File: src/design/lsu_pkg.sv
`default_nettype none

package lsu_pkg;

  // datapath width of the core
  localparam int XLEN = 64;

  // word-address bits of the data RAM unless the top overrides it
  localparam int RAM_AW_DEFAULT = 8;

  // full data word, also used for addresses
  typedef logic [XLEN-1:0] xlen_t;

  // destination register index
  typedef logic [4:0] reg_addr_t;

  // one write-enable bit per byte lane
  typedef logic [XLEN/8-1:0] byte_mask_t;

  // byte position inside a 64-bit word
  typedef logic [2:0] byte_off_t;

  // access size code
  typedef logic [1:0] mem_size_t;

  localparam mem_size_t SIZE_B = 2'd0;
  localparam mem_size_t SIZE_H = 2'd1;
  localparam mem_size_t SIZE_W = 2'd2;
  localparam mem_size_t SIZE_D = 2'd3;

  // base masks before the lane shift
  localparam byte_mask_t MASK_B = 8'h01;
  localparam byte_mask_t MASK_H = 8'h03;
  localparam byte_mask_t MASK_W = 8'h0f;
  localparam byte_mask_t MASK_D = 8'hff;

endpackage

`default_nettype wire
File: src/design/wb_reg.sv
`timescale 1ns/10ps
`default_nettype none

module wb_reg (
  input  wire logic               clk_i,
  input  wire logic               reset_i,
  input  wire logic               ld_valid_i,
  input  wire lsu_pkg::reg_addr_t ld_rd_i,
  input  wire lsu_pkg::xlen_t     ld_data_i,
  output logic                    wb_valid_o,
  output lsu_pkg::reg_addr_t      wb_rd_o,
  output lsu_pkg::xlen_t          wb_data_o
);

  import lsu_pkg::*;

  // write-back strobe toward the register file
  always_ff @(posedge clk_i) begin
    if (reset_i) begin
      wb_valid_o <= 1'b0;
    end else begin
      wb_valid_o <= ld_valid_i;
    end
  end

  // result payload, only updated with a load
  always_ff @(posedge clk_i) begin
    if (ld_valid_i) begin
      wb_rd_o   <= ld_rd_i;
      wb_data_o <= ld_data_i;
    end
  end

endmodule

`default_nettype wire

File: config.mk
export PLATFORM = sky130hd
export DESIGN_NAME = wb_reg
export DESIGN_NICKNAME = d
export VERILOG_FILES = /design/src/design/lsu_pkg.sv /design/src/design/wb_reg.sv
export SDC_FILE = /design/constraint.sdc
export NUM_CORES = 1
export LEC_CHECK = 0
export ABC_CLOCK_PERIOD_IN_PS = 800
export BUFFER_PORTS_ARGS = -buffer_cell sky130_fd_sc_hd__buf_2
export CAP_MARGIN = 20
export CORE_MARGIN = 2
export CORE_UTILIZATION = 45
export CTS_BUF_LIST = sky130_fd_sc_hd__clkbuf_8
export DETAILED_ROUTE_END_ITERATION = 7
export PLACE_DENSITY = 0.95
export RECOVER_POWER = 100
export SYNTH_ARGS = -nofsm -noshare
export SYNTH_HDL_FRONTEND = slang
export SYNTH_SLANG_ARGS = --single-unit
File: constraint.sdc
create_clock -name clk_i -period 0.8 [get_ports clk_i]
set_input_delay 0.16 -clock clk_i [delete_from_list [all_inputs] [get_ports clk_i]]
set_output_delay 0.16 -clock clk_i [all_outputs]
set_load 0.01 [all_outputs]
==> impl_metrics.toml, run 1 <==
[worst_setup_path]
cp-start-kind = "flip-flop"
path_class = "reg -> out"
cp_slowest_stage_delay_ns = 0.38
path_depth = 1
crit_family = "flip-flops"
critical_path.max_fanout = 1
path_buf_inv = 1
crit_start = "wb_data_o[2]"
critPathArrivalTime_ns = 0.85
critPathRequiredTime_ns = 0.64
crit_chain = "buf_2"
crit_path_end_kind = "output port"
cp_slowest_cell = "edfxtp_1"

[timing]
drv_slew = 0
max_slew_margin_pct = 69.7
layout_worst_path_cycle_share_pct = 126
worst_slew_pin_slew_ns = 0.455
finalWorstSetupSlack_ns = -0.211
fin_crit_ns = 1.01
rsz0062_at_grt = "yes"
hold_violations = 0
finalSetupViolations = 70
max_freq_mhz = 989
hold_slack_ns = 0.0158

[synthesis]
synth-seq-cells = 70
synth-compound-area-share_pct = 0
synthesis.area_um2 = 2110
synth_top_family_by_area = "simple AND/OR/NAND/NOR gates"
yosysSeqAreaShare_pct = 99.3
yosysTopAreaCellShare_pct = 98.4
ys_warn_count = 0
syn-instance-count = 71
synth-xor-area-share_pct = 0
yosys.area.top_type = "edfxtp_1"
synth.mux.area_fraction_pct = 0
yosysUniqueCellTypes = 3
avgSynthCellArea_um2 = 29.7
syn_nets = 143
synthSimpleGateAreaFrac_pct = 0.654
synth-adder-area-share_pct = 0
synth_area_leaders = "edfxtp_1 98%, dfxtp_1 0.95%, nor2b_4 0.65%"

[drt]
drt_wl_total_mm = 4.69
dr.pass1.iters = 4
viasPerCell = 4.52
drc = 0
ant_nets = 0
wl_per_cell_um = 15.5
drt_iter0_drc = 65
vias = 1365

[clock_network]
cts_root_buf = "clkbuf_8"
cts.sinks = 70
clk_path_buf_depth = 2
cts.clk_slew.worst_paths_ns = 0.07
cts_buffers = 9
post-cts-setup-buffers = 0
h-tree-depth = 3
cts_tree = "done"

[die]
fp-row-count = 24
die_w_um = 72.4
fp.coreArea_um2 = 4440
initial_utilization_pct = 47.4
die_y_um = 72.4
ios = 142
dieArea_um2 = 5240

[place]
place_ws_ns = -0.0467
portBuffers = 141
dpl_cell_area_um2 = 2920
place.gp.congestion = 0.656

[finish]
finish.utilization_pct = 73.8
final_layout_size_suffix_gt1_share_pct = 60.8
final_area_um2 = 3280
antenna_cells = 0
area_growth_pct = 55.7
final_nets = 319
nFillCells = 285

[run]
cap_violations = 0

[global_route]
gr-total-overflow = 0
antenna_found_initial = 1
grt_pass1_vias = 1309
grt_pass1_wl_mm = 6.01
grt_util_all_layers_pct = 16.3
grt_max_degree = 37

[pwr]
ir_drop_uv = 1850
powerDensity_nw_per_um2 = 2330
total_leakage_power_nw = 1.43

[min_path]
hold_path.class = "in -> reg"
hold_start = "ld_rd_i[0]"
holdPathStages = 1

[run_status]
violations = "setup timing"
status = "finished, violations left"
[through the flow]
stage,instances,total power (W),setup TNS [ns]
finish,302,0.00764,-12.54
floorplan,71,0.00467,0
global route,302,0.00794,-15.74
CTS,284,0.00767,-13.88
detailed placement,266,0.00519,-2.89
global placement,266,0.00515,-1.59
[kinds of logic (layout without fill, tap and decap cells)]
| logic type | Yosys count | count (layout) |
|---|---|---|
| DFF | 70 | 70 |
| and+or+nand+nor | 1 | 1 |
| buffers and inverters | 0 | 179 |
[synth_stat cells]
library cell / n
dfxtp_1: 1
edfxtp_1: 69
nor2b_4: 1
[what timing repair did]
action                     4_1_cts  5_1_grt
setup endpoints to repair       70       70
pin swaps                        0        0
hold buffers                     4       18
hold endpoints to repair         4       18
resized for setup                2        0
[area by class of cell]
class	instances	area, um2	share of cell area [%]
clock inverter	5	45.0	1.37
tap	52	65.1	1.98
sequential	70	2090	63.9
timing repair buffer	165	945	28.8
multi-input combinational	1	6.26	0.191
clock buffer	9	124	3.78
[sequential cells by signal, summed over array words and instances, names as in the netlist]
register    flops
wb_data_o      64
wb_rd_o         5
wb_valid_o      1
[routing by layer]
layer / vias up / wire, um / share of wire, % / GRT usage, %
met2: 86 / 2480 / 53 / 25.9
met1: 629 / 1620 / 35 / 17.3
met3: 8 / 517 / 11 / 9.03
met5: - / 11 / 0.23 / 0
met4: 2 / 59 / 1.3 / 8.64
li1: 640 / - / - / -
[final timing paths]
| check | end | slack [ns] |
|---|---|---|
| max | wb_data_o[2] | -0.21 |
| min | wb_rd_o[0] | 0.02 |
[where the power goes]
part | leakage [nW] | internal, W | total (W) | switching, W
registers | 0.684 | 0.00435 | 0.00442 | 0.0000686
logic | 0.655 | 0.000378 | 0.000757 | 0.000379
clock network | 0.0926 | 0.00136 | 0.00246 | 0.00110
[cells in the final DEF, fill, tap and decap left out]
cell,netlist,final
buf_2,0,138
buf_6,0,1
bufinv_16,0,1
clkbuf_1,0,2
clkbuf_4,0,2
clkbuf_8,0,9
clkinv_1,0,2
dfxtp_2,0,1
dlygate4sd3_1,0,22
edfxtp_1,69,69
inv_1,0,2
nor2b_1,0,1
Note: power is estimated with default switching activity, not from simulation.
==> inputs of run 2 (changes only) <==
--- a/config.mk
+++ b/config.mk
@@ -12,7 +12,7 @@
 export CORE_UTILIZATION = 45
 export CTS_BUF_LIST = sky130_fd_sc_hd__clkbuf_8
 export DETAILED_ROUTE_END_ITERATION = 7
-export PLACE_DENSITY = 0.95
+export PLACE_DENSITY = 0.87
 export RECOVER_POWER = 100
 export SYNTH_ARGS = -nofsm -noshare
 export SYNTH_HDL_FRONTEND = slang
==> impl_metrics.toml, run 2 (same netlist as run 1, synthesis figures left out) <==
[worst_setup_path]
critPathArrivalTime_ns = 0.93
crit_chain = "buf_2"
cp-start-kind = "flip-flop"
crit_family = "flip-flops"
path_class = "reg -> out"
cp_slowest_cell = "edfxtp_1"
critical_path.max_fanout = 1
cp_slowest_stage_delay_ns = 0.42
crit_path_end_kind = "output port"
path_buf_inv = 1
critPathRequiredTime_ns = 0.64

[place]
place.gp.congestion = 0.715
dp_cells = 266
portBuffers = 141
place_ws_ns = -0.0427
dp_hpwl_mm = 3.43

[clock_network]
h-tree-depth = 3
cts_root_buf = "clkbuf_8"
cts_tree = "done"
clk_path_buf_depth = 2
cts_buffers = 9
cts.clk_slew.worst_paths_ns = 0.08
cts.sinks = 70

[die]
initial_utilization_pct = 47.4
die_y_um = 72.4
die_w_um = 72.4
fp-row-count = 24
dieArea_um2 = 5240
ios = 142
fp.coreArea_um2 = 4440

[finish]
regMostFlops = "wb_data_o"
area_growth_pct = 75.8
final_cell_mix = "122 x buf_2, 69 x edfxtp_1, 63 x dlygate4sd3_1"
antenna_cells = 0
finish.utilization_pct = 83.3
layout_commonest_cell = "buf_2"
largest_register_ffs = 64
layout.cells.non_filler = 345
top_regs = "wb_data_o: 64 flops, wb_rd_o: 5 flops, wb_valid_o: 1 flops"
final_layout_size_suffix_gt1_share_pct = 48.5
final_nets = 360

[min_path]
hold_start = "ld_data_i[44]"
whs_endpoint = "wb_data_o[44]"
hold_path.class = "in -> reg"
holdPathStages = 1

[drt]
ant_nets = 0
drt_iter0_drc = 230
wl_per_cell_um = 22.6
viasPerCell = 4.95
vias = 1707
drt_wl_total_mm = 7.80
dr.pass1.iters = 4
drc = 0

[timing]
max_slew_margin_pct = 69.9
rsz0062_at_grt = "yes"
finalSetupViolations = 70
max_freq_mhz = 915
finalWorstSetupSlack_ns = -0.293
drv_slew = 0
layout_worst_path_cycle_share_pct = 137
hold_slack_ns = 0.0106
worst_slew_pin_slew_ns = 0.451
fin_crit_ns = 1.09
hold_violations = 0

[global_route]
antenna_found_initial = 0
grt_util_all_layers_pct = 27.2
gr-total-overflow = 0
grt_pass1_wl_mm = 9.61
grt_max_degree = 37
grt_pass1_vias = 1725

[run_status]
violations = "setup timing"
status = "finished, violations left"

[pwr]
ir_drop_uv = 1390
total_leakage_power_nw = 1.58
powerDensity_nw_per_um2 = 2210

[run]
cap_violations = 0
[run 2: changes by cell type in the layout (fill, tap and decap cells not counted), moves of 3 or more]
| cell | delta |
|---|---|
| clkbuf_1 | +12 |
| buf_2 | -16 |
| buf_6 | +3 |
| dlygate4sd3_1 | +41 |
| clkinv_2 | +3 |
[run 2: final cells by class]
type / count / area, um2
repair buffers: 206 / 1360
clock buffers: 9 / 124
clock inverters: 7 / 56.3
well taps: 52 / 65.1
multi-input cells: 1 / 6.26
fillers: 220 / 742
flip-flops and latches: 70 / 2090
[run 2: per-layer routing]
| layer | track usage [%] | wire (um) | vias to the layer above |
|---|---|---|---|
| met2 | 49.2 | 4290 | 147 |
| met4 | 11.1 | 309 | 0 |
| met1 | 27.0 | 2400 | 812 |
| met3 | 11.9 | 805 | 27 |
| met5 | 0 | 0 | - |
| li1 | - | - | 721 |
[run 2: worst max path at each step]
stage,from,end,slack (ns),cells after the start
final,wb_data_o[33],wb_data_o[33],-0.29,1
after global routing,wb_data_o[33],wb_data_o[33],-0.32,1
after CTS,wb_data_o[50],wb_data_o[50],-0.25,1
after detailed placement,ld_valid_i,wb_data_o[16],-0.04,2
after global placement,ld_valid_i,wb_data_o[16],-0.04,2
after floorplan,wb_data_o[0],wb_data_o[0],0.25,0
[run 2: metrics by stage]
| step | TNS [ns] | area (um2) | total power [W] |
|---|---|---|---|
| after floorplan | 0 | 2110 | 0.00467 |
| after global placement | -2.65 | 2920 | 0.00516 |
| after detailed placement | -2.71 | 2920 | 0.00520 |
| after CTS | -15.12 | 3650 | 0.00798 |
| after global routing | -18.20 | 3700 | 0.00841 |
| final | -16.19 | 3700 | 0.00819 |
[run 2: timing repair]
item                                    CTS  global route
hold buffers                             55             8
resized for setup                         0             5
endpoints found under the setup margin   70            70
pin swaps                                 0             0
buffers inserted                          0             0
hold endpoints to repair                 55             8
[run 2: power by group]
part | switching, W | internal (W)
logic | 0.000489 | 0.000516
clock network | 0.00135 | 0.00139
registers | 0.0000998 | 0.00435
total | 0.00193 | 0.00626
