### src/design/lsu_pkg.sv
`default_nettype none

package lsu_pkg;

  // datapath width of the core
  localparam int XLEN = 64;

  // word-address bits of the data RAM unless the top overrides it
  localparam int RAM_AW_DEFAULT = 8;

  // full data word, also used for addresses
  typedef logic [XLEN-1:0] xlen_t;

  // destination register index
  typedef logic [4:0] reg_addr_t;

  // one write-enable bit per byte lane
  typedef logic [XLEN/8-1:0] byte_mask_t;

  // byte position inside a 64-bit word
  typedef logic [2:0] byte_off_t;

  // access size code
  typedef logic [1:0] mem_size_t;

  localparam mem_size_t SIZE_B = 2'd0;
  localparam mem_size_t SIZE_H = 2'd1;
  localparam mem_size_t SIZE_W = 2'd2;
  localparam mem_size_t SIZE_D = 2'd3;

  // base masks before the lane shift
  localparam byte_mask_t MASK_B = 8'h01;
  localparam byte_mask_t MASK_H = 8'h03;
  localparam byte_mask_t MASK_W = 8'h0f;
  localparam byte_mask_t MASK_D = 8'hff;

endpackage

`default_nettype wire
### src/design/lsu.sv
`timescale 1ns/10ps
`default_nettype none

module lsu #(
  parameter int RAM_AW = lsu_pkg::RAM_AW_DEFAULT
) (
  input  wire logic                clk_i,
  input  wire logic                reset_i,
  input  wire logic                valid_i,
  input  wire logic                is_store_i,
  input  wire lsu_pkg::mem_size_t  size_i,
  input  wire logic                unsigned_i,
  input  wire lsu_pkg::xlen_t      addr_i,
  input  wire lsu_pkg::xlen_t      wdata_i,
  input  wire lsu_pkg::reg_addr_t  rd_i,
  output logic                     ram_we_o,
  output logic                     ram_re_o,
  output logic [RAM_AW-1:0]        ram_addr_o,
  output lsu_pkg::xlen_t           ram_wdata_o,
  output lsu_pkg::byte_mask_t      ram_mask_o,
  input  wire lsu_pkg::xlen_t      ram_rdata_i,
  output logic                     ld_valid_o,
  output lsu_pkg::reg_addr_t       ld_rd_o,
  output lsu_pkg::xlen_t           ld_data_o,
  output logic                     misalign_o
);

  import lsu_pkg::*;

  byte_off_t  off;
  logic       misaligned;
  byte_mask_t base_mask;

  // load info for the cycle the RAM data comes back
  logic       ld_valid_q;
  byte_off_t  ld_off_q;
  mem_size_t  ld_size_q;
  logic       ld_uns_q;
  reg_addr_t  ld_rd_q;
  logic       misalign_q;

  xlen_t      lane;
  logic       sign_bit;

  assign off = addr_i[2:0];

  // natural alignment check and size-to-mask decode
  always_comb begin
    case (size_i)
      SIZE_B: begin
        misaligned = 1'b0;
        base_mask  = MASK_B;
      end
      SIZE_H: begin
        misaligned = off[0];
        base_mask  = MASK_H;
      end
      SIZE_W: begin
        misaligned = |off[1:0];
        base_mask  = MASK_W;
      end
      default: begin
        misaligned = |off;
        base_mask  = MASK_D;
      end
    endcase
  end

  // only aligned accesses reach the RAM
  assign ram_we_o    = valid_i & ~misaligned & is_store_i;
  assign ram_re_o    = valid_i & ~misaligned & ~is_store_i;
  assign ram_addr_o  = addr_i[RAM_AW+2:3];
  assign ram_mask_o  = base_mask << off;
  assign ram_wdata_o = wdata_i << {off, 3'b000};

  always_ff @(posedge clk_i) begin
    if (reset_i) begin
      ld_valid_q <= 1'b0;
      misalign_q <= 1'b0;
    end else begin
      ld_valid_q <= ram_re_o;
      misalign_q <= valid_i & misaligned;
    end
  end

  always_ff @(posedge clk_i) begin
    if (ram_re_o) begin
      ld_off_q  <= off;
      ld_size_q <= size_i;
      ld_uns_q  <= unsigned_i;
      ld_rd_q   <= rd_i;
    end
  end

  // bring the addressed lane down to bit 0
  assign lane = ram_rdata_i >> {ld_off_q, 3'b000};

  // sign or zero extend from the top kept bit
  always_comb begin
    case (ld_size_q)
      SIZE_B: begin
        sign_bit  = lane[7] & ~ld_uns_q;
        ld_data_o = {{56{sign_bit}}, lane[7:0]};
      end
      SIZE_H: begin
        sign_bit  = lane[15] & ~ld_uns_q;
        ld_data_o = {{48{sign_bit}}, lane[15:0]};
      end
      SIZE_W: begin
        sign_bit  = lane[31] & ~ld_uns_q;
        ld_data_o = {{32{sign_bit}}, lane[31:0]};
      end
      default: begin
        sign_bit  = 1'b0;
        ld_data_o = lane;
      end
    endcase
  end

  assign ld_valid_o = ld_valid_q;
  assign ld_rd_o    = ld_rd_q;
  assign misalign_o = misalign_q;

endmodule

`default_nettype wire

### config.mk
export PLATFORM = sky130hd
export DESIGN_NAME = lsu
export DESIGN_NICKNAME = d
export VERILOG_FILES = /design/src/design/lsu_pkg.sv /design/src/design/lsu.sv
export SDC_FILE = /design/constraint.sdc
export NUM_CORES = 1
export LEC_CHECK = 0
export CORE_AREA = 2 2 140 142
export DETAILED_ROUTE_END_ITERATION = 8
export DIE_AREA = 0 0 142 144
export DONT_BUFFER_PORTS = 1
export PLACE_DENSITY = 0.38
export SLEW_MARGIN = 0
export SYNTH_ARGS = -nofsm -noshare
export SYNTH_HDL_FRONTEND = slang
export SYNTH_SLANG_ARGS = --single-unit
export TNS_END_PERCENT = 1
### constraint.sdc
create_clock -name clk_i -period 2.3 [get_ports clk_i]
set_clock_uncertainty 0.15 [all_clocks]
set_input_delay 0.23 -clock clk_i [delete_from_list [all_inputs] [get_ports clk_i]]
set_output_delay 0.23 -clock clk_i [all_outputs]
set_load 0.01 [all_outputs]
==> reports/metrics.yaml, run 1 <==
tightest_slew_ns: 0.812
fin_ws_ns: -0.118
htree_levels: 1
design_area_um2: 5560
max_cap_violations: 0
post_drt_via_cell_ratio: 6.05
numPortBuffers: 0
root_buffer: "clkbuf_16"
start_kind: "flop"
grt_pass1_vias: 4541
period_needed_ns: 2.42
routedWlPerCell_um: 24.4
arrival_ns: 2.04
setup_violations: 49
post-place-ws_ns: 0.0403
antenna_found_initial: 1
mostFrequentLayoutCell: "mux2i_1"
syn2layout_area_growth_pct: 21.1
wl_um: 19100
rsz0062_at_grt: "true"
cts_made_buffers: 3
violations: "negative setup slack"
finalPower_mw: 1.66
period_share_pct: 105
slew_violations: 0
via_count: 4738
hpwl_um: 14000
grt_max_degree: 78
grt_pass1_wl_um: 26600
postSynthAreaPerCell_um2: 8.39
endpoint_kind: "output port"
cts_tree: "done"
mostFrequentLayoutCells: "62 x mux2i_1, 55 x nand2_1, 45 x nor2_1"
netlist_instances: 547
die_w_um: 142
met3_usage_pct: 4.83
cts.sinks: 13
path_clk_slew_ns: 0.05
grt.total_usage_pct: 16.3
drc: 0
dieArea_um2: 20400
holdCritPathClass: "input port to flop"
ys_warn_count: 0
worstPathRequired_ns: 1.92
peakVddDrop_mv: 0.233
status: "finished, violations left"
setup_tns_ns: -2.55
hold_violations: 0
place_area_um2: 4750
grt_busiest_layer: "met2"
syn_area_um2: 4590
cellPowerDensity_nw_per_um2: 298
ys_seq_area_share_pct: 8.07
syn_nets: 751
drtIter0Drc: 225
ant_nets: 0
cts_max_path_buffers: 2
fin_nets: 749
cp_max_fo: 7
gp_congestion: 0.852
dieHeight_um: 144
ys_types: 45
fmax_mhz: 414
ys_ff_latch: 13
start_util_pct: 24.1
drive_above_1_share_pct: 34.2
path_class: "flop to output port"
use_met1_pct: 19.1
use_met2_pct: 29.9
io_pins: 357
slew_headroom_pct: 45.8
firstDrtPassIters: 4
hold-worst-slack_ns: 0.131
p_leak_nw: 2.22
core_area_um2: 19100
overflow: 0
rows: 51
-- layer usage --
metal	part of all wire, %	wire (um)
met5	0	0
met1	37	7150
met4	0.62	119
met3	9.6	1840
met2	52	10000
-- synthesized netlist by cell type (all sizes together) --
master | number | area share, %
mux2 | 36 | 8.8
nor3 | 3 | 0.33
a31oi | 1 | 0.14
clkinv | 1 | 0.082
a21o | 2 | 0.33
nand4 | 27 | 3.7
nor3b | 3 | 0.49
nor4bb | 1 | 0.22
o211ai | 6 | 0.98
edfxtp | 11 | 7.2
nor2 | 47 | 3.9
and3 | 2 | 0.27
o22ai | 16 | 2.2
or2 | 3 | 0.41
mux2i | 70 | 15
nor2b | 7 | 0.95
a32oi | 1 | 0.19
buf | 59 | 9.0
a21oi | 28 | 3.1
nand2b | 3 | 0.41
o2bb2ai | 9 | 1.7
mux4 | 42 | 21
o2111ai | 14 | 2.7
a211oi | 2 | 0.33
dfxtp | 2 | 0.87
and2 | 20 | 2.7
o22a | 1 | 0.19
nand2 | 55 | 4.5
inv | 8 | 0.65
clkbuf | 15 | 1.3
o21ai | 27 | 2.9
and2b | 1 | 0.16
o32ai | 1 | 0.19
a22oi | 8 | 1.3
o21a | 1 | 0.16
nand3b | 1 | 0.16
nand3 | 13 | 1.4
-- per-stage QoR --
| step | std cells | utilization (%) |
|---|---|---|
| CTS | 771 | 27.4 |
| global route | 783 | 29.1 |
| finish | 783 | 29.1 |
| floorplan | 547 | - |
| global placement | 745 | 24.9 |
| detailed placement | 745 | 24.9 |
-- final cells by class --
cell class / instances / area (um^2)
multi-input cells: 451 / 4000
flip-flops and latches: 13 / 370
clock buffers: 4 / 78.8
inverters: 9 / 33.8
well taps: 238 / 298
repair buffers: 67 / 773
fillers: 2025 / 13500
diodes: 1 / 2.50
-- kinds of logic (layout without fill, tap and decap cells) --
logic type,after synthesis,count (layout),share of synthesized area (%)
flops,13,13,8.07
other cells,0,1,0
mux,148,148,45.0
compound gates,117,117,16.4
buf+inv,83,80,11.0
simple gates,186,186,19.6
-- where the power goes --
part | internal, mW | leakage (nW) | switching, mW | total (mW)
Sequential | 0.270 | 0.117 | 0.0126 | 0.283
Combinational | 0.492 | 2.06 | 0.560 | 1.05
Clock | 0.233 | 0.0382 | 0.0887 | 0.322
Total | 0.995 | 2.22 | 0.661 | 1.66
-- critical path, stage by stage (launching register included) --
cell       delay [ns]
edfxtp_1         0.46
buf_6            0.19
mux2i_4          0.18
a22oi_2          0.18
nand4_1          0.13
buf_6            0.15
buf_12           0.14
buf_12           0.14
buf_6            0.12
o2111ai_2        0.11
-- what timing repair did --
action / CTS / global route
endpoints found under the setup margin: 57 / 62
pin swaps: 3 / 27
buffers inserted: 7 / 9
gates cloned: 1 / 2
resized for setup: 45 / 51
hold buffers: 14 / 0
hold endpoints to repair: 13 / 0
-- flip-flops by register name (all words and copies together) (netlist names) --
register,count
ld_rd_o,5
ld_off_q,3
ld_size_q,2
ld_uns_q,1
ld_valid_o,1
misalign_o,1
-- final timing paths --
kind                  cells after the start             startpoint                     to  slack (ns)
worst max-delay path                      9  ld_off_q[1]$_DFFE_PP_          ld_data_o[49]       -0.12
worst min-delay path                      2              size_i[1]  misalign_o$_SDFF_PP0_        0.13
No activity file was read; power rests on OpenSTA's default activity.
==> run 2: changes to the inputs <==
--- a/config.mk
+++ b/config.mk
@@ -6,6 +6,7 @@
 export NUM_CORES = 1
 export LEC_CHECK = 0
 export CORE_AREA = 2 2 140 142
+export CTS_BUF_LIST = sky130_fd_sc_hd__clkbuf_4
 export DETAILED_ROUTE_END_ITERATION = 8
 export DIE_AREA = 0 0 142 144
 export DONT_BUFFER_PORTS = 1
==> run 2 against run 1 <==
Compared with the run above:
- the run still ends with negative setup slack left
- cell area increased by 1.5%
- routed wire length increased by 2.8%
- combinational power increased by 4%
- hold slack got worse by 0.050 ns
- core utilization increased by 0.44 points
- sequential share of layout area decreased by 0.099 points
- via count increased by 0.68%
- fmax increased by 1.7%
- total power decreased by 7.9%
- flip-flop and latch count unchanged
- clock power decreased by 51%
- sequential power about the same
- critical endpoint is now ld_data_o[44]
==> reports/metrics.yaml, run 2 (same netlist as run 1, synthesis figures left out) <==
start_kind: "flop"
path_class: "flop to output port"
post_drt_via_cell_ratio: 6.06  # +0.16%
crit_chain: "buf_6, mux2i_4, a22oi_2, nand4_1, buf_6, buf_12, buf_4, nand4_1"
ant_nets: 0  # unchanged
violations: "negative setup slack"
firstDrtPassIters: 4  # unchanged
via_count: 4770  # +0.68%
core_area_um2: 19100  # unchanged
antenna_found_initial: 1  # unchanged
finalNonFillerCells: 787  # +0.51%
path_clk_slew_ns: 0.09  # +0.04 ns
dieArea_um2: 20400  # unchanged
holdCritPathClass: "input port to flop"
slew_violations: 0  # unchanged
root_buffer: "clkbuf_4"
grt_pass1_vias: 4673  # +2.9%
fin_nets: 753  # +0.53%
setup_tns_ns: -1.43  # +1.12 ns
peakVddDrop_mv: 0.168  # -28%
period_share_pct: 103  # -1.7 points
drc: 0  # unchanged
endpoint_kind: "output port"
grt_max_degree: 78  # unchanged
max_cap_violations: 0  # unchanged
critical_path_buf_inv_count: 4  # -1
hpwl_um: 14000  # unchanged
min_to: "misalign_o$_SDFF_PP0_"
cts_made_buffers: 3  # unchanged
grt.total_usage_pct: 17.0  # +0.68 points
start_util_pct: 24.1  # unchanged
fmax_mhz: 420  # +1.7%
grt_pass1_wl_um: 27600  # +3.5%
path_delay_family: "buffers and inverters"
rsz0062_at_grt: "true"
cp_slowest_cell: "edfxtp_1"
worstPathRequired_ns: 1.92  # about the same
final_util_pct: 29.6  # +0.44 points
dieHeight_um: 144  # unchanged
io_pins: 357  # unchanged
design_area_um2: 5640  # +1.5%
setup_violations: 41  # -16%
die_w_um: 142  # unchanged
gp_congestion: 0.852  # unchanged
p_leak_nw: 2.26  # +1.8%
cts.sinks: 13  # unchanged
mostFrequentLayoutCell: "mux2i_1"
overflow: 0  # unchanged
cts_max_path_buffers: 2  # unchanged
largest_reg_flops: 5  # unchanged
routedWlPerCell_um: 25.0  # +2.3%
max_stage_delay_ns: 0.44  # -0.02 ns
hold-worst-slack_ns: 0.0805  # -0.0502 ns
post-place-ws_ns: 0.0403  # unchanged
dp_cells: 745  # unchanged
mostFrequentLayoutCells: "62 x mux2i_1, 54 x nand2_1, 45 x nor2_1"
hold_violations: 0  # unchanged
slew_headroom_pct: 42.0  # -3.8 points
drive_above_1_share_pct: 35.9  # +1.8 points
syn2layout_area_growth_pct: 22.9
cellPowerDensity_nw_per_um2: 270  # -9.3%
hp-start: "size_i[1]"
fin_ws_ns: -0.0783  # +0.0393 ns
arrival_ns: 2.00  # -0.04 ns
finalPower_mw: 1.53  # -7.9%
cp_max_fo: 7  # unchanged
status: "finished, violations left"
period_needed_ns: 2.38  # -0.0393 ns
htree_levels: 1  # unchanged
numPortBuffers: 0  # unchanged
tightest_slew_ns: 0.869  # +0.0574 ns
hold_depth: 2  # unchanged
wl_um: 19700  # +2.8%
rows: 51  # unchanged
drtIter0Drc: 221  # -1.8%
place_area_um2: 4750  # unchanged
cts_tree: "done"
==> run 2: cell types whose count changed in the layout (fill, tap and decap cells not counted), sizes merged <==
cell / before / now
buf: 51 / 56
clkbuf: 6 / 5
==> run 2: worst max-delay path by stage <==
stage / from / to / slack (ns) / cells after the start
detailed placement: ld_off_q[0]$_DFFE_PP_ / ld_data_o[13] / 0.04 / 6
global placement: ld_off_q[0]$_DFFE_PP_ / ld_data_o[13] / 0.07 / 6
CTS: ld_off_q[1]$_DFFE_PP_ / ld_data_o[45] / -0.1 / 8
finish: ld_off_q[1]$_DFFE_PP_ / ld_data_o[44] / -0.08 / 8
global route: ld_off_q[1]$_DFFE_PP_ / ld_data_o[45] / -0.15 / 8
floorplan: addr_i[0] / ld_off_q[0]$_DFFE_PP_ / 0.11 / 7
==> run 2: where the power goes <==
part | total, mW | internal [mW] | leakage, nW | switching, mW
clock network | 0.158 | 0.0790 | 0.0184 | 0.0790
registers | 0.281 | 0.269 | 0.117 | 0.0129
logic | 1.09 | 0.513 | 2.12 | 0.573
==> run 2: final cells by class <==
| cell class | count | area, um^2 |
|---|---|---|
| Inverter | 9 | 33.8 |
| Tap cell | 238 | 298 |
| Multi-Input combinational cell | 451 | 4030 |
| Sequential cell | 13 | 370 |
| Fill cell | 2022 | 13400 |
| Timing Repair Buffer | 71 | 875 |
| Antenna cell | 1 | 2.50 |
| Clock buffer | 4 | 30.0 |
==> run 2: repair_timing <==
| action | CTS | global route |
|---|---|---|
| gates cloned | 4 | 2 |
| endpoints found under the hold margin | 13 | 0 |
| pin swaps | 15 | 21 |
| hold buffers | 14 | 0 |
| buffers inserted | 13 | 4 |
| endpoints found under the setup margin | 62 | 63 |
| resized for setup | 85 | 26 |
==> run 2: per-layer routing <==
| metal | vias to the layer above | GRT usage (%) | wire length [um] |
|---|---|---|---|
| met5 | - | 0 | 0 |
| met3 | 23 | 4.97 | 1890 |
| met2 | 270 | 31.1 | 10100 |
| li1 | 2100 | - | - |
| met1 | 2377 | 19.7 | 7400 |
| met4 | 0 | 3.16 | 257 |
