[config.mk]
export PLATFORM = sky130hd
export DESIGN_NAME = mem_req_latch
export DESIGN_NICKNAME = d
export VERILOG_FILES = /design/src/design/lsu_pkg.sv /design/src/design/mem_req_latch.sv
export SDC_FILE = /design/constraint.sdc
export NUM_CORES = 1
export LEC_CHECK = 0
export ABC_AREA = 1
export BUFFER_PORTS_ARGS = -buffer_cell sky130_fd_sc_hd__buf_2
export CAP_MARGIN = 20
export CORE_ASPECT_RATIO = 0.6
export CORE_UTILIZATION = 35
export DETAILED_ROUTE_END_ITERATION = 10
export HOLD_SLACK_MARGIN = 0.02
export PLACE_DENSITY = 0.69
export SLEW_MARGIN = 20
export SYNTH_ARGS = -nofsm -noshare
export SYNTH_HDL_FRONTEND = slang
export SYNTH_SLANG_ARGS = --single-unit
[constraint.sdc]
create_clock -name clk_i -period 0.8 [get_ports clk_i]
set_input_delay 0.16 -clock clk_i [delete_from_list [all_inputs] [get_ports clk_i]]
set_output_delay 0.16 -clock clk_i [all_outputs]
set_load 0.03 [all_outputs]
[src/design/lsu_pkg.sv]
`default_nettype none

package lsu_pkg;

  // datapath width of the core
  localparam int XLEN = 64;

  // word-address bits of the data RAM unless the top overrides it
  localparam int RAM_AW_DEFAULT = 8;

  // full data word, also used for addresses
  typedef logic [XLEN-1:0] xlen_t;

  // destination register index
  typedef logic [4:0] reg_addr_t;

  // one write-enable bit per byte lane
  typedef logic [XLEN/8-1:0] byte_mask_t;

  // byte position inside a 64-bit word
  typedef logic [2:0] byte_off_t;

  // access size code
  typedef logic [1:0] mem_size_t;

  localparam mem_size_t SIZE_B = 2'd0;
  localparam mem_size_t SIZE_H = 2'd1;
  localparam mem_size_t SIZE_W = 2'd2;
  localparam mem_size_t SIZE_D = 2'd3;

  // base masks before the lane shift
  localparam byte_mask_t MASK_B = 8'h01;
  localparam byte_mask_t MASK_H = 8'h03;
  localparam byte_mask_t MASK_W = 8'h0f;
  localparam byte_mask_t MASK_D = 8'hff;

endpackage

`default_nettype wire
[src/design/mem_req_latch.sv]
`timescale 1ns/10ps
`default_nettype none

module mem_req_latch (
  input  wire logic               clk_i,
  input  wire logic               reset_i,
  input  wire logic               req_i,
  input  wire logic               is_store_i,
  input  wire lsu_pkg::mem_size_t size_i,
  input  wire logic               unsigned_i,
  input  wire lsu_pkg::xlen_t     addr_i,
  input  wire lsu_pkg::xlen_t     wdata_i,
  input  wire lsu_pkg::reg_addr_t rd_i,
  output logic                    valid_o,
  output logic                    is_store_o,
  output lsu_pkg::mem_size_t      size_o,
  output logic                    unsigned_o,
  output lsu_pkg::xlen_t          addr_o,
  output lsu_pkg::xlen_t          wdata_o,
  output lsu_pkg::reg_addr_t      rd_o
);

  import lsu_pkg::*;

  // strobe only lasts one cycle unless a new request comes in
  always_ff @(posedge clk_i) begin
    if (reset_i) begin
      valid_o <= 1'b0;
    end else begin
      valid_o <= req_i;
    end
  end

  // request fields, held between requests
  always_ff @(posedge clk_i) begin
    if (req_i) begin
      is_store_o <= is_store_i;
      size_o     <= size_i;
      unsigned_o <= unsigned_i;
      addr_o     <= addr_i;
      wdata_o    <= wdata_i;
      rd_o       <= rd_i;
    end
  end

endmodule

`default_nettype wire

==> results of run 1 <==
[kinds of logic after synthesis]
logic type             Yosys count  share of synthesized area
AND/OR/NAND/NOR                  1                   0.001511
buffers and inverters            1                  0.0009049
flip-flops                     138                     0.9976
[stage by stage]
| stage | TNS (ns) | worst slack (ns) |
|---|---|---|
| 2_1_floorplan | 0 | 0.1444 |
| 3_3_place_gp | -7.236 | -0.08590 |
| 3_5_place_dp | -9.073 | -0.09462 |
==> metrics.yaml, run 1 <==
synthesis:
  netlist_top_cells_area: "edfxtp_1 (99%), dfxtp_1 (0.48%), nor2_2 (0.15%), inv_1 (0.091%)"
  synth.most_common_cell: "edfxtp_1"
  synth-main-ff-cell: "edfxtp_1"
  ys_seq_area_frac: 0.9976
  synth_common_cells: "edfxtp_1 (137), dfxtp_1 (1), inv_1 (1), nor2_2 (1)"
  synth_top_cell_area_share: 0.9928
  synth_top_cell_by_area: "edfxtp_1"
  synth_edf_count: 137
  synth.avg_cell_area_um2: 29.60
  ys_ff_latch: 138
  synth_warnings: 0
  syn_nets: 280
  netlist_area_um2: 4144
  yosysUniqueCellTypes: 4
  synthCells: 140
  async_flop_share: 0
placed_design:
  dp_hpwl_um: 7133
  place_inst: 586
  portBuffers: 277
  placed_area_um2: 5829
  globalplace.congestion: 0.6975
clock_network:
  cts_num_sinks: 138
  hold_buffers: 124
  cts_resized: 277
  cts_buffers: 17
  clockRootBuffer: "clkbuf_16"
  post_cts_buffers: 0
  cts-htree-levels: 4
  clock_path_buffers: 2
floorplanning:
  rows: 30
  ios: 278
  die_y_um: 86.29
  initial_utilization: 0.3632
  chipWidth_um: 142.5
outcome:
  stop_error: "[ERROR RSZ-0060] Max buffer count reached."
  lastStage: "clock tree synthesis"
  status: "aborted with a tool error"
==> inputs of run 2 (changes only) <==
--- a/config.mk
+++ b/config.mk
@@ -8,11 +8,9 @@
 export ABC_AREA = 1
 export BUFFER_PORTS_ARGS = -buffer_cell sky130_fd_sc_hd__buf_2
 export CAP_MARGIN = 20
-export CORE_ASPECT_RATIO = 0.6
-export CORE_UTILIZATION = 35
+export CORE_UTILIZATION = 20
 export DETAILED_ROUTE_END_ITERATION = 10
-export HOLD_SLACK_MARGIN = 0.02
-export PLACE_DENSITY = 0.69
+export PLACE_DENSITY_LB_ADDON = 0.15
 export SLEW_MARGIN = 20
 export SYNTH_ARGS = -nofsm -noshare
 export SYNTH_HDL_FRONTEND = slang
==> metrics.yaml, run 2 <==
synthesis:
  synth_warnings: 0
  netlist_top_cells_area: "edfxtp_1 (99%), dfxtp_1 (0.48%), nor2_2 (0.15%), inv_1 (0.091%)"
  netlist_area_um2: 4144
  synth_top_cell_area_share: 0.9928
  async_flop_share: 0
  synth.most_common_cell: "edfxtp_1"
  syn_nets: 280
  ys_seq_area_frac: 0.9976
  ys_ff_latch: 138
  synth_edf_count: 137
  synth_top_cell_by_area: "edfxtp_1"
  synthCells: 140
  synth.avg_cell_area_um2: 29.60
  yosysUniqueCellTypes: 4
  synth_common_cells: "edfxtp_1 (137), dfxtp_1 (1), inv_1 (1), nor2_2 (1)"
  synth-main-ff-cell: "edfxtp_1"
placed_design:
  dp_hpwl_um: 8292
  portBuffers: 277
  globalplace.congestion: 0.7555
  place_inst: 701
layout:
  finalNetCount: 728
  antenna_cells_inserted: 0
  final_util: 0.4383
  mostFrequentLayoutCell: "buf_6"
  fin_cells: 870
  synthToLayoutAreaGrowth_pct: 114.7
  largestRegisters: "addr_o x64, wdata_o x64, rd_o x5"
  final_layout_size_suffix_gt1_frac: 0.5400
  most-common-layout-cells: "buf_6 (139), dlygate4sd3_1 (138), buf_2 (138)"
floorplanning:
  ios: 278
  rows: 52
  chipWidth_um: 145.9
  dieArea_um2: 21300
  core_um2: 20300
  initial_utilization: 0.2041
  die_y_um: 145.9
clock_network:
  clockRootBuffer: "clkbuf_16"
  cts-htree-levels: 4
  clkSlewWorstSetupHoldPaths_ns: 0.07
  post_cts_buffers: 0
  cts_tree: "yes"
  clock_path_buffers: 2
  cts_num_sinks: 138
  cts_buffers: 17
critical_path:
  cp-start-kind: "flip-flop"
  cp_top_family: "flip-flops"
  crit_chain: "buf_6"
  criticalPathCategory: "reg -> out"
  worst-path-buf-inv: 1
  crit_fanout: 1
  crit_slowest_cell: "edfxtp_1"
  crit_path_end_kind: "output pin"
  cp.required_ns: 0.64
  worst_ep_arrival_time_ns: 0.99
  cpPeakStageDelay_ns: 0.41
timing:
  max_slew_margin: 0.8394
  layout_setup_ws_ns: -0.3466
  hold_violations: 0
  whs_ns: 0.1044
  min_period_ns: 1.147
  slew_viol_final: 0
  max_freq_mhz: 872.2
  rsz0062_at_grt: "true"
  min_period_over_period: 1.433
  tightest_slew_ns: 0.2408
  setup_viol: 138
routing:
  dr.pass1.iters: 4
  wl_um: 12410
  wl_per_cell_um: 14.26
  drt_iter0_markers: 89
  detail_route.vias_per_cell: 3.609
  postRouteAntennaNets: 0
  vias: 3140
  drc: 0
power:
  cellLeakagePower_nw: 3.710
  power_density_nw_per_um2: 2301
  vdd_drop_max_v: 0.001258
job:
  max_cap_viol_count: 0
outcome:
  status: "complete, but fails checks"
  violations: "setup timing"
min_path:
  min-delay-path-class: "in -> reg"
grt:
  grt_first_pass_wirelength_um: 18920
  gr-total-overflow: 0
  grt_pass1_vias: 3526
  grt_max_degree: 21
  grt_antenna_before_repair: 0
  grt_usage: 0.1185
[run 2: final cells by class]
class / instances / area, um2
fillers: 1800 / 11400
flip-flops and latches: 138 / 4135
repair buffers: 429 / 3805
clock buffers: 17 / 425.4
well taps: 270 / 337.8
clock inverters: 14 / 183.9
multi-input cells: 1 / 6.256
inverters: 1 / 3.754
[run 2: worst paths after layout]
check / from / endpoint / slack [ns] / cells past startpoint
worst max-delay path: wdata_o[51] / wdata_o[51] / -0.35 / 1
worst min-delay path: req_i / addr_o[42] / 0.10 / 1
[run 2: metrics by stage]
stage	setup TNS (ns)	area (um2)	power, mW	worst slack [ns]
after floorplan	0	4144	10.07	0.1444
after global placement	-13.56	6042	11.18	-0.1175
after detailed placement	-14.33	6042	11.18	-0.1217
after CTS	-45.75	8897	20.76	-0.3638
after global routing	-48.63	8897	21.22	-0.3881
final	-41.95	8897	20.47	-0.3466
[run 2: report_power, final]
group	leakage [nW]	internal (mW)	total, mW	switching (mW)
sequential	1.35	8.60	8.87	0.265
clock	0.303	4.98	8.13	3.15
combinational	2.06	1.75	3.48	1.73
total	3.71	15.3	20.5	5.14
[run 2: logic make-up after synthesis]
group                  count (synthesis)  synth area share
DFF                                  138            0.9976
buffers and inverters                  1         0.0009049
and+or+nand+nor                        1          0.001511
[run 2: repair_timing]
item,in CTS,in global routing
hold buffers,138,0
gates resized for setup,277,0
endpoints found under the setup margin,138,138
endpoints found under the hold margin,138,0
[run 2: routing by layer]
| metal | up-vias | global-route usage | wire length (um) |
|---|---|---|---|
| met3 | 17 | 0.04451 | 999 |
| met4 | 0 | 0.05368 | 294 |
| li1 | 1470 | - | - |
| met2 | 171 | 0.2151 | 6645 |
| met1 | 1482 | 0.1199 | 4467 |
| met5 | - | 0 | 0 |
Power figures use the tool's default switching activity.
==> inputs of run 3 (changes only) <==
--- a/config.mk
+++ b/config.mk
@@ -6,7 +6,7 @@
 export NUM_CORES = 1
 export LEC_CHECK = 0
 export ABC_AREA = 1
-export BUFFER_PORTS_ARGS = -buffer_cell sky130_fd_sc_hd__buf_2
+export BUFFER_PORTS_ARGS = -buffer_cell sky130_fd_sc_hd__buf_4
 export CAP_MARGIN = 20
 export CORE_UTILIZATION = 20
 export DETAILED_ROUTE_END_ITERATION = 10
==> metrics.yaml, run 3 (synthesized netlist as in run 2, its figures left out) <==
floorplanning:
  rows: 52
  die_y_um: 145.9
  core_um2: 20300
  initial_utilization: 0.2041
  dieArea_um2: 21300
  chipWidth_um: 145.9
  ios: 278
outcome:
  violations: "setup timing"
  status: "complete, but fails checks"
critical_path:
  crit_fanout: 1
  cp-start-kind: "flip-flop"
  crit_slowest_cell: "edfxtp_1"
  cp_top_family: "flip-flops"
  crit_path_end_kind: "output pin"
  cp.required_ns: 0.64
  crit_path_start: "addr_o[4]"
  crit_chain: "buf_6"
  worst-path-buf-inv: 1
  worst_ep_arrival_time_ns: 0.98
  cpPeakStageDelay_ns: 0.41
  criticalPathCategory: "reg -> out"
layout:
  antenna_cells_inserted: 0
  synthToLayoutAreaGrowth_pct: 120.7
  final_layout_size_suffix_gt1_frac: 0.5312
  finalNetCount: 720
  largestRegisters: "addr_o x64, wdata_o x64, rd_o x5"
  mostFrequentLayoutCell: "buf_4"
  most-common-layout-cells: "buf_4 (140), buf_6 (139), dlygate4sd3_1 (138)"
  final_util: 0.4506
clock_network:
  cts_tree: "yes"
  cts_num_sinks: 138
  cts-htree-levels: 4
  post_cts_buffers: 0
  clkSlewWorstSetupHoldPaths_ns: 0.06
  clockRootBuffer: "clkbuf_16"
  clock_path_buffers: 2
  cts_buffers: 17
timing:
  max_freq_mhz: 876.9
  rsz0062_at_grt: "true"
  tightest_slew_ns: 0.2310
  max_slew_margin: 0.8460
  hold_violations: 0
  whs_ns: 0.1779
  layout_setup_ws_ns: -0.3404
  min_period_ns: 1.140
  slew_viol_final: 0
  min_period_over_period: 1.425
  setup_viol: 138
placed_design:
  pre_cts_ws_ns: -0.1179
  portBuffers: 277
  globalplace.congestion: 0.7354
  dp_hpwl_um: 8391
routing:
  wl_um: 12410
  drc: 0
  dr.pass1.iters: 4
  drt_iter0_markers: 82
  postRouteAntennaNets: 0
  detail_route.vias_per_cell: 3.614
  wl_per_cell_um: 14.38
  vias: 3119
grt:
  grt_first_pass_wirelength_um: 18860
  grt_usage: 0.1189
  gr-total-overflow: 0
  grt_antenna_before_repair: 0
  grt_pass1_vias: 3554
  grt_max_degree: 41
min_path:
  hp-start: "req_i"
  hold_depth: 2
  min-delay-path-class: "in -> reg"
  worstHoldEndpoint: "wdata_o[53]"
power:
  power_density_nw_per_um2: 2216
  cellLeakagePower_nw: 3.758
  vdd_drop_max_v: 0.001349
job:
  max_cap_viol_count: 0
## run 3: power breakdown
part           internal (mW)  total [mW]  switching (mW)
Sequential              8.60        8.86           0.256
Clock                   4.71        7.76            3.05
Combinational           1.90        3.65            1.75
Total                   15.2        20.3            5.05
## run 3: per-stage QoR
stage / std cells / power, mW / cell area [um2] / setup TNS, ns
finish: 863 / 20.27 / 9146 / -41.55
global route: 863 / 20.99 / 9146 / -47.70
CTS: 863 / 20.55 / 9146 / -45.64
detailed placement: 693 / 11.67 / 6660 / -9.252
global placement: 693 / 11.66 / 6660 / -8.041
floorplan: 140 / 10.07 / 4144 / 0
## run 3: final cells by class
type	instances	area [um2]
Clock buffer	20	446.7
Inverter	1	3.754
Timing Repair Buffer	421	4078
Multi-Input combinational cell	1	6.256
Clock inverter	12	138.9
Tap cell	270	337.8
Sequential cell	138	4135
Fill cell	1778	11150
## run 3: repair_timing
| action | CTS | global route |
|---|---|---|
| resized for setup | 139 | 0 |
| cloned | 0 | 0 |
| hold endpoints to repair | 138 | 0 |
| hold buffers | 138 | 0 |
| setup endpoints to repair | 138 | 138 |
## run 3: routing by layer
metal / part of all wire / vias up / GRT usage / routed length, um
met5: 0 / - / 0 / 0
met4: 0.022 / 0 / 0.05737 / 274
met3: 0.090 / 19 / 0.04514 / 1112
met2: 0.53 / 164 / 0.2151 / 6621
met1: 0.35 / 1481 / 0.1195 / 4405
li1: - / 1455 / - / -
## run 3: worst max path at each step
stage	end	cells after the start
after global placement	addr_o[59]	2
after CTS	wdata_o[10]	1
after global routing	wdata_o[10]	1
final	addr_o[4]	1
after detailed placement	addr_o[47]	2
after floorplan	addr_o[0]	0
==> inputs of run 4 (changes only) <==
--- a/config.mk
+++ b/config.mk
@@ -6,11 +6,13 @@
 export NUM_CORES = 1
 export LEC_CHECK = 0
 export ABC_AREA = 1
-export BUFFER_PORTS_ARGS = -buffer_cell sky130_fd_sc_hd__buf_4
+export BUFFER_PORTS_ARGS = -buffer_cell sky130_fd_sc_hd__buf_2
 export CAP_MARGIN = 20
+export CORE_ASPECT_RATIO = 0.6
 export CORE_UTILIZATION = 20
 export DETAILED_ROUTE_END_ITERATION = 10
 export PLACE_DENSITY_LB_ADDON = 0.15
+export RECOVER_POWER = 50
 export SLEW_MARGIN = 20
 export SYNTH_ARGS = -nofsm -noshare
 export SYNTH_HDL_FRONTEND = slang
==> metrics.yaml, run 4 (synthesized netlist as in run 2, its figures left out) <==
routing:
  postRouteAntennaNets: 0
  wl_um: 12640
  drt_iter0_markers: 100
  detail_route.vias_per_cell: 3.591
  wl_per_cell_um: 14.53
  vias: 3124
  dr.pass1.iters: 4
  drc: 0
timing:
  max_freq_mhz: 855.5
  max_slew_margin: 0.7246
  slew_viol_final: 0
  tightest_slew_ns: 0.4131
  layout_setup_ws_ns: -0.3689
  rsz0062_at_grt: "true"
  setup_viol: 138
  hold_violations: 0
  whs_ns: 0.2628
  min_period_ns: 1.169
  setup_tns_ns: -43.46
  min_period_over_period: 1.461
power:
  seqPwrFrac: 0.455
  power_density_nw_per_um2: 2233
  internal-power_mw: 14.51
  cellLeakagePower_nw: 3.635
  power_mw: 19.51
  vdd_drop_max_v: 0.001403
  clkPwrFrac: 0.370
  comb_power_share: 0.175
  power.switching_mw: 4.999
  switching_share: 0.2563
layout:
  antenna_cells_inserted: 0
  seq_area_um2: 4135
  largestRegisters: "addr_o x64, wdata_o x64, rd_o x5"
  final_layout_size_suffix_gt1_frac: 0.5310
  num-fill-cells: 1789
  finalNetCount: 724
  most-common-layout-cells: "dlygate4sd3_1 (138), buf_2 (138), buf_6 (138)"
  final_util: 0.4330
  synthToLayoutAreaGrowth_pct: 110.7
  multi_input_area_um2: 6.256
grt:
  grt_first_pass_wirelength_um: 18980
  grt_pass1_vias: 3530
  grt_max_degree: 37
  grt_antenna_before_repair: 0
  gr-total-overflow: 0
  grt_usage: 0.1218
floorplanning:
  initial_utilization: 0.2055
  dieArea_um2: 21320
  chipWidth_um: 187.8
  rows: 40
  core_um2: 20170
  die_y_um: 113.5
  ios: 278
critical_path:
  worst-path-buf-inv: 1
  cp-start-kind: "flip-flop"
  worst_ep_arrival_time_ns: 1.01
  crit_chain: "buf_6"
  crit_path_end_kind: "output pin"
  criticalPathCategory: "reg -> out"
  cp.required_ns: 0.64
  crit_slowest_cell: "edfxtp_1"
  cp_top_family: "flip-flops"
  crit_fanout: 1
  cpPeakStageDelay_ns: 0.42
clock_network:
  cts_tree: "yes"
  clkSlewWorstSetupHoldPaths_ns: 0.06
  cts_buffers: 17
  clock_path_buffers: 2
  clockRootBuffer: "clkbuf_16"
  cts_num_sinks: 138
  cts-htree-levels: 4
outcome:
  status: "complete, but fails checks"
  violations: "setup timing"
min_path:
  worstHoldEndpoint: "addr_o[41]"
  hold_depth: 1
  min-delay-path-class: "in -> reg"
  hp-start: "req_i"
placed_design:
  dp_hpwl_um: 7866
  portBuffers: 277
  globalplace.congestion: 0.7652
  pre_cts_ws_ns: -0.1312
job:
  max_cap_viol_count: 0
-- run 4: layout make-up --
cell class / count / share of cell area
multi-input combinational: 1 / 0.0007163
clock inverter: 15 / 0.01261
timing repair buffer: 425 / 0.4249
clock buffer: 17 / 0.04871
inverter: 1 / 0.0004298
tap: 273 / 0.03911
sequential: 138 / 0.4735
-- run 4: worst max path at each step --
stage,cells past startpoint,start,endpoint,slack [ns]
final,1,addr_o[50],addr_o[50],-0.37
after global routing,1,addr_o[51],addr_o[51],-0.41
after CTS,1,addr_o[51],addr_o[51],-0.41
after detailed placement,2,req_i,addr_o[2],-0.13
after global placement,2,req_i,addr_o[3],-0.12
after floorplan,0,addr_o[0],addr_o[0],0.14
-- run 4: power groups by stage --
stage          logic, mW  registers, mW  clock network (mW)
2_1_floorplan    0.00283           10.1                   0
3_5_place_dp        2.27           8.87                   0
4_1_cts             3.43           8.87                7.43
3_3_place_gp        2.27           8.86                   0
5_1_grt             3.56           8.93                7.74
6_report            3.41           8.88                7.22
-- run 4: timing repair --
item / 4_1_cts / 5_1_grt
endpoints found under the hold margin: 138 / 0
gates resized for setup: 277 / 0
setup endpoints to repair: 138 / 138
hold buffers: 138 / 0
pin swaps: 0 / 0
setup buffers: 0 / 0
-- run 4: metrics by stage --
step                instance area [um2]  cells
floorplan                          4144    140
global placement                   5978    700
detailed placement                 5978    700
CTS                                8760    870
global route                       8733    870
finish                             8733    870
-- run 4: routing by layer --
metal,wire length [um],share of wire,vias up,GRT usage
li1,-,-,1460,-
met1,4963,0.39,1470,0.1318
met2,6134,0.49,179,0.1990
met3,1335,0.11,15,0.06246
met4,208,0.016,0,0.05854
met5,0,0,-,0
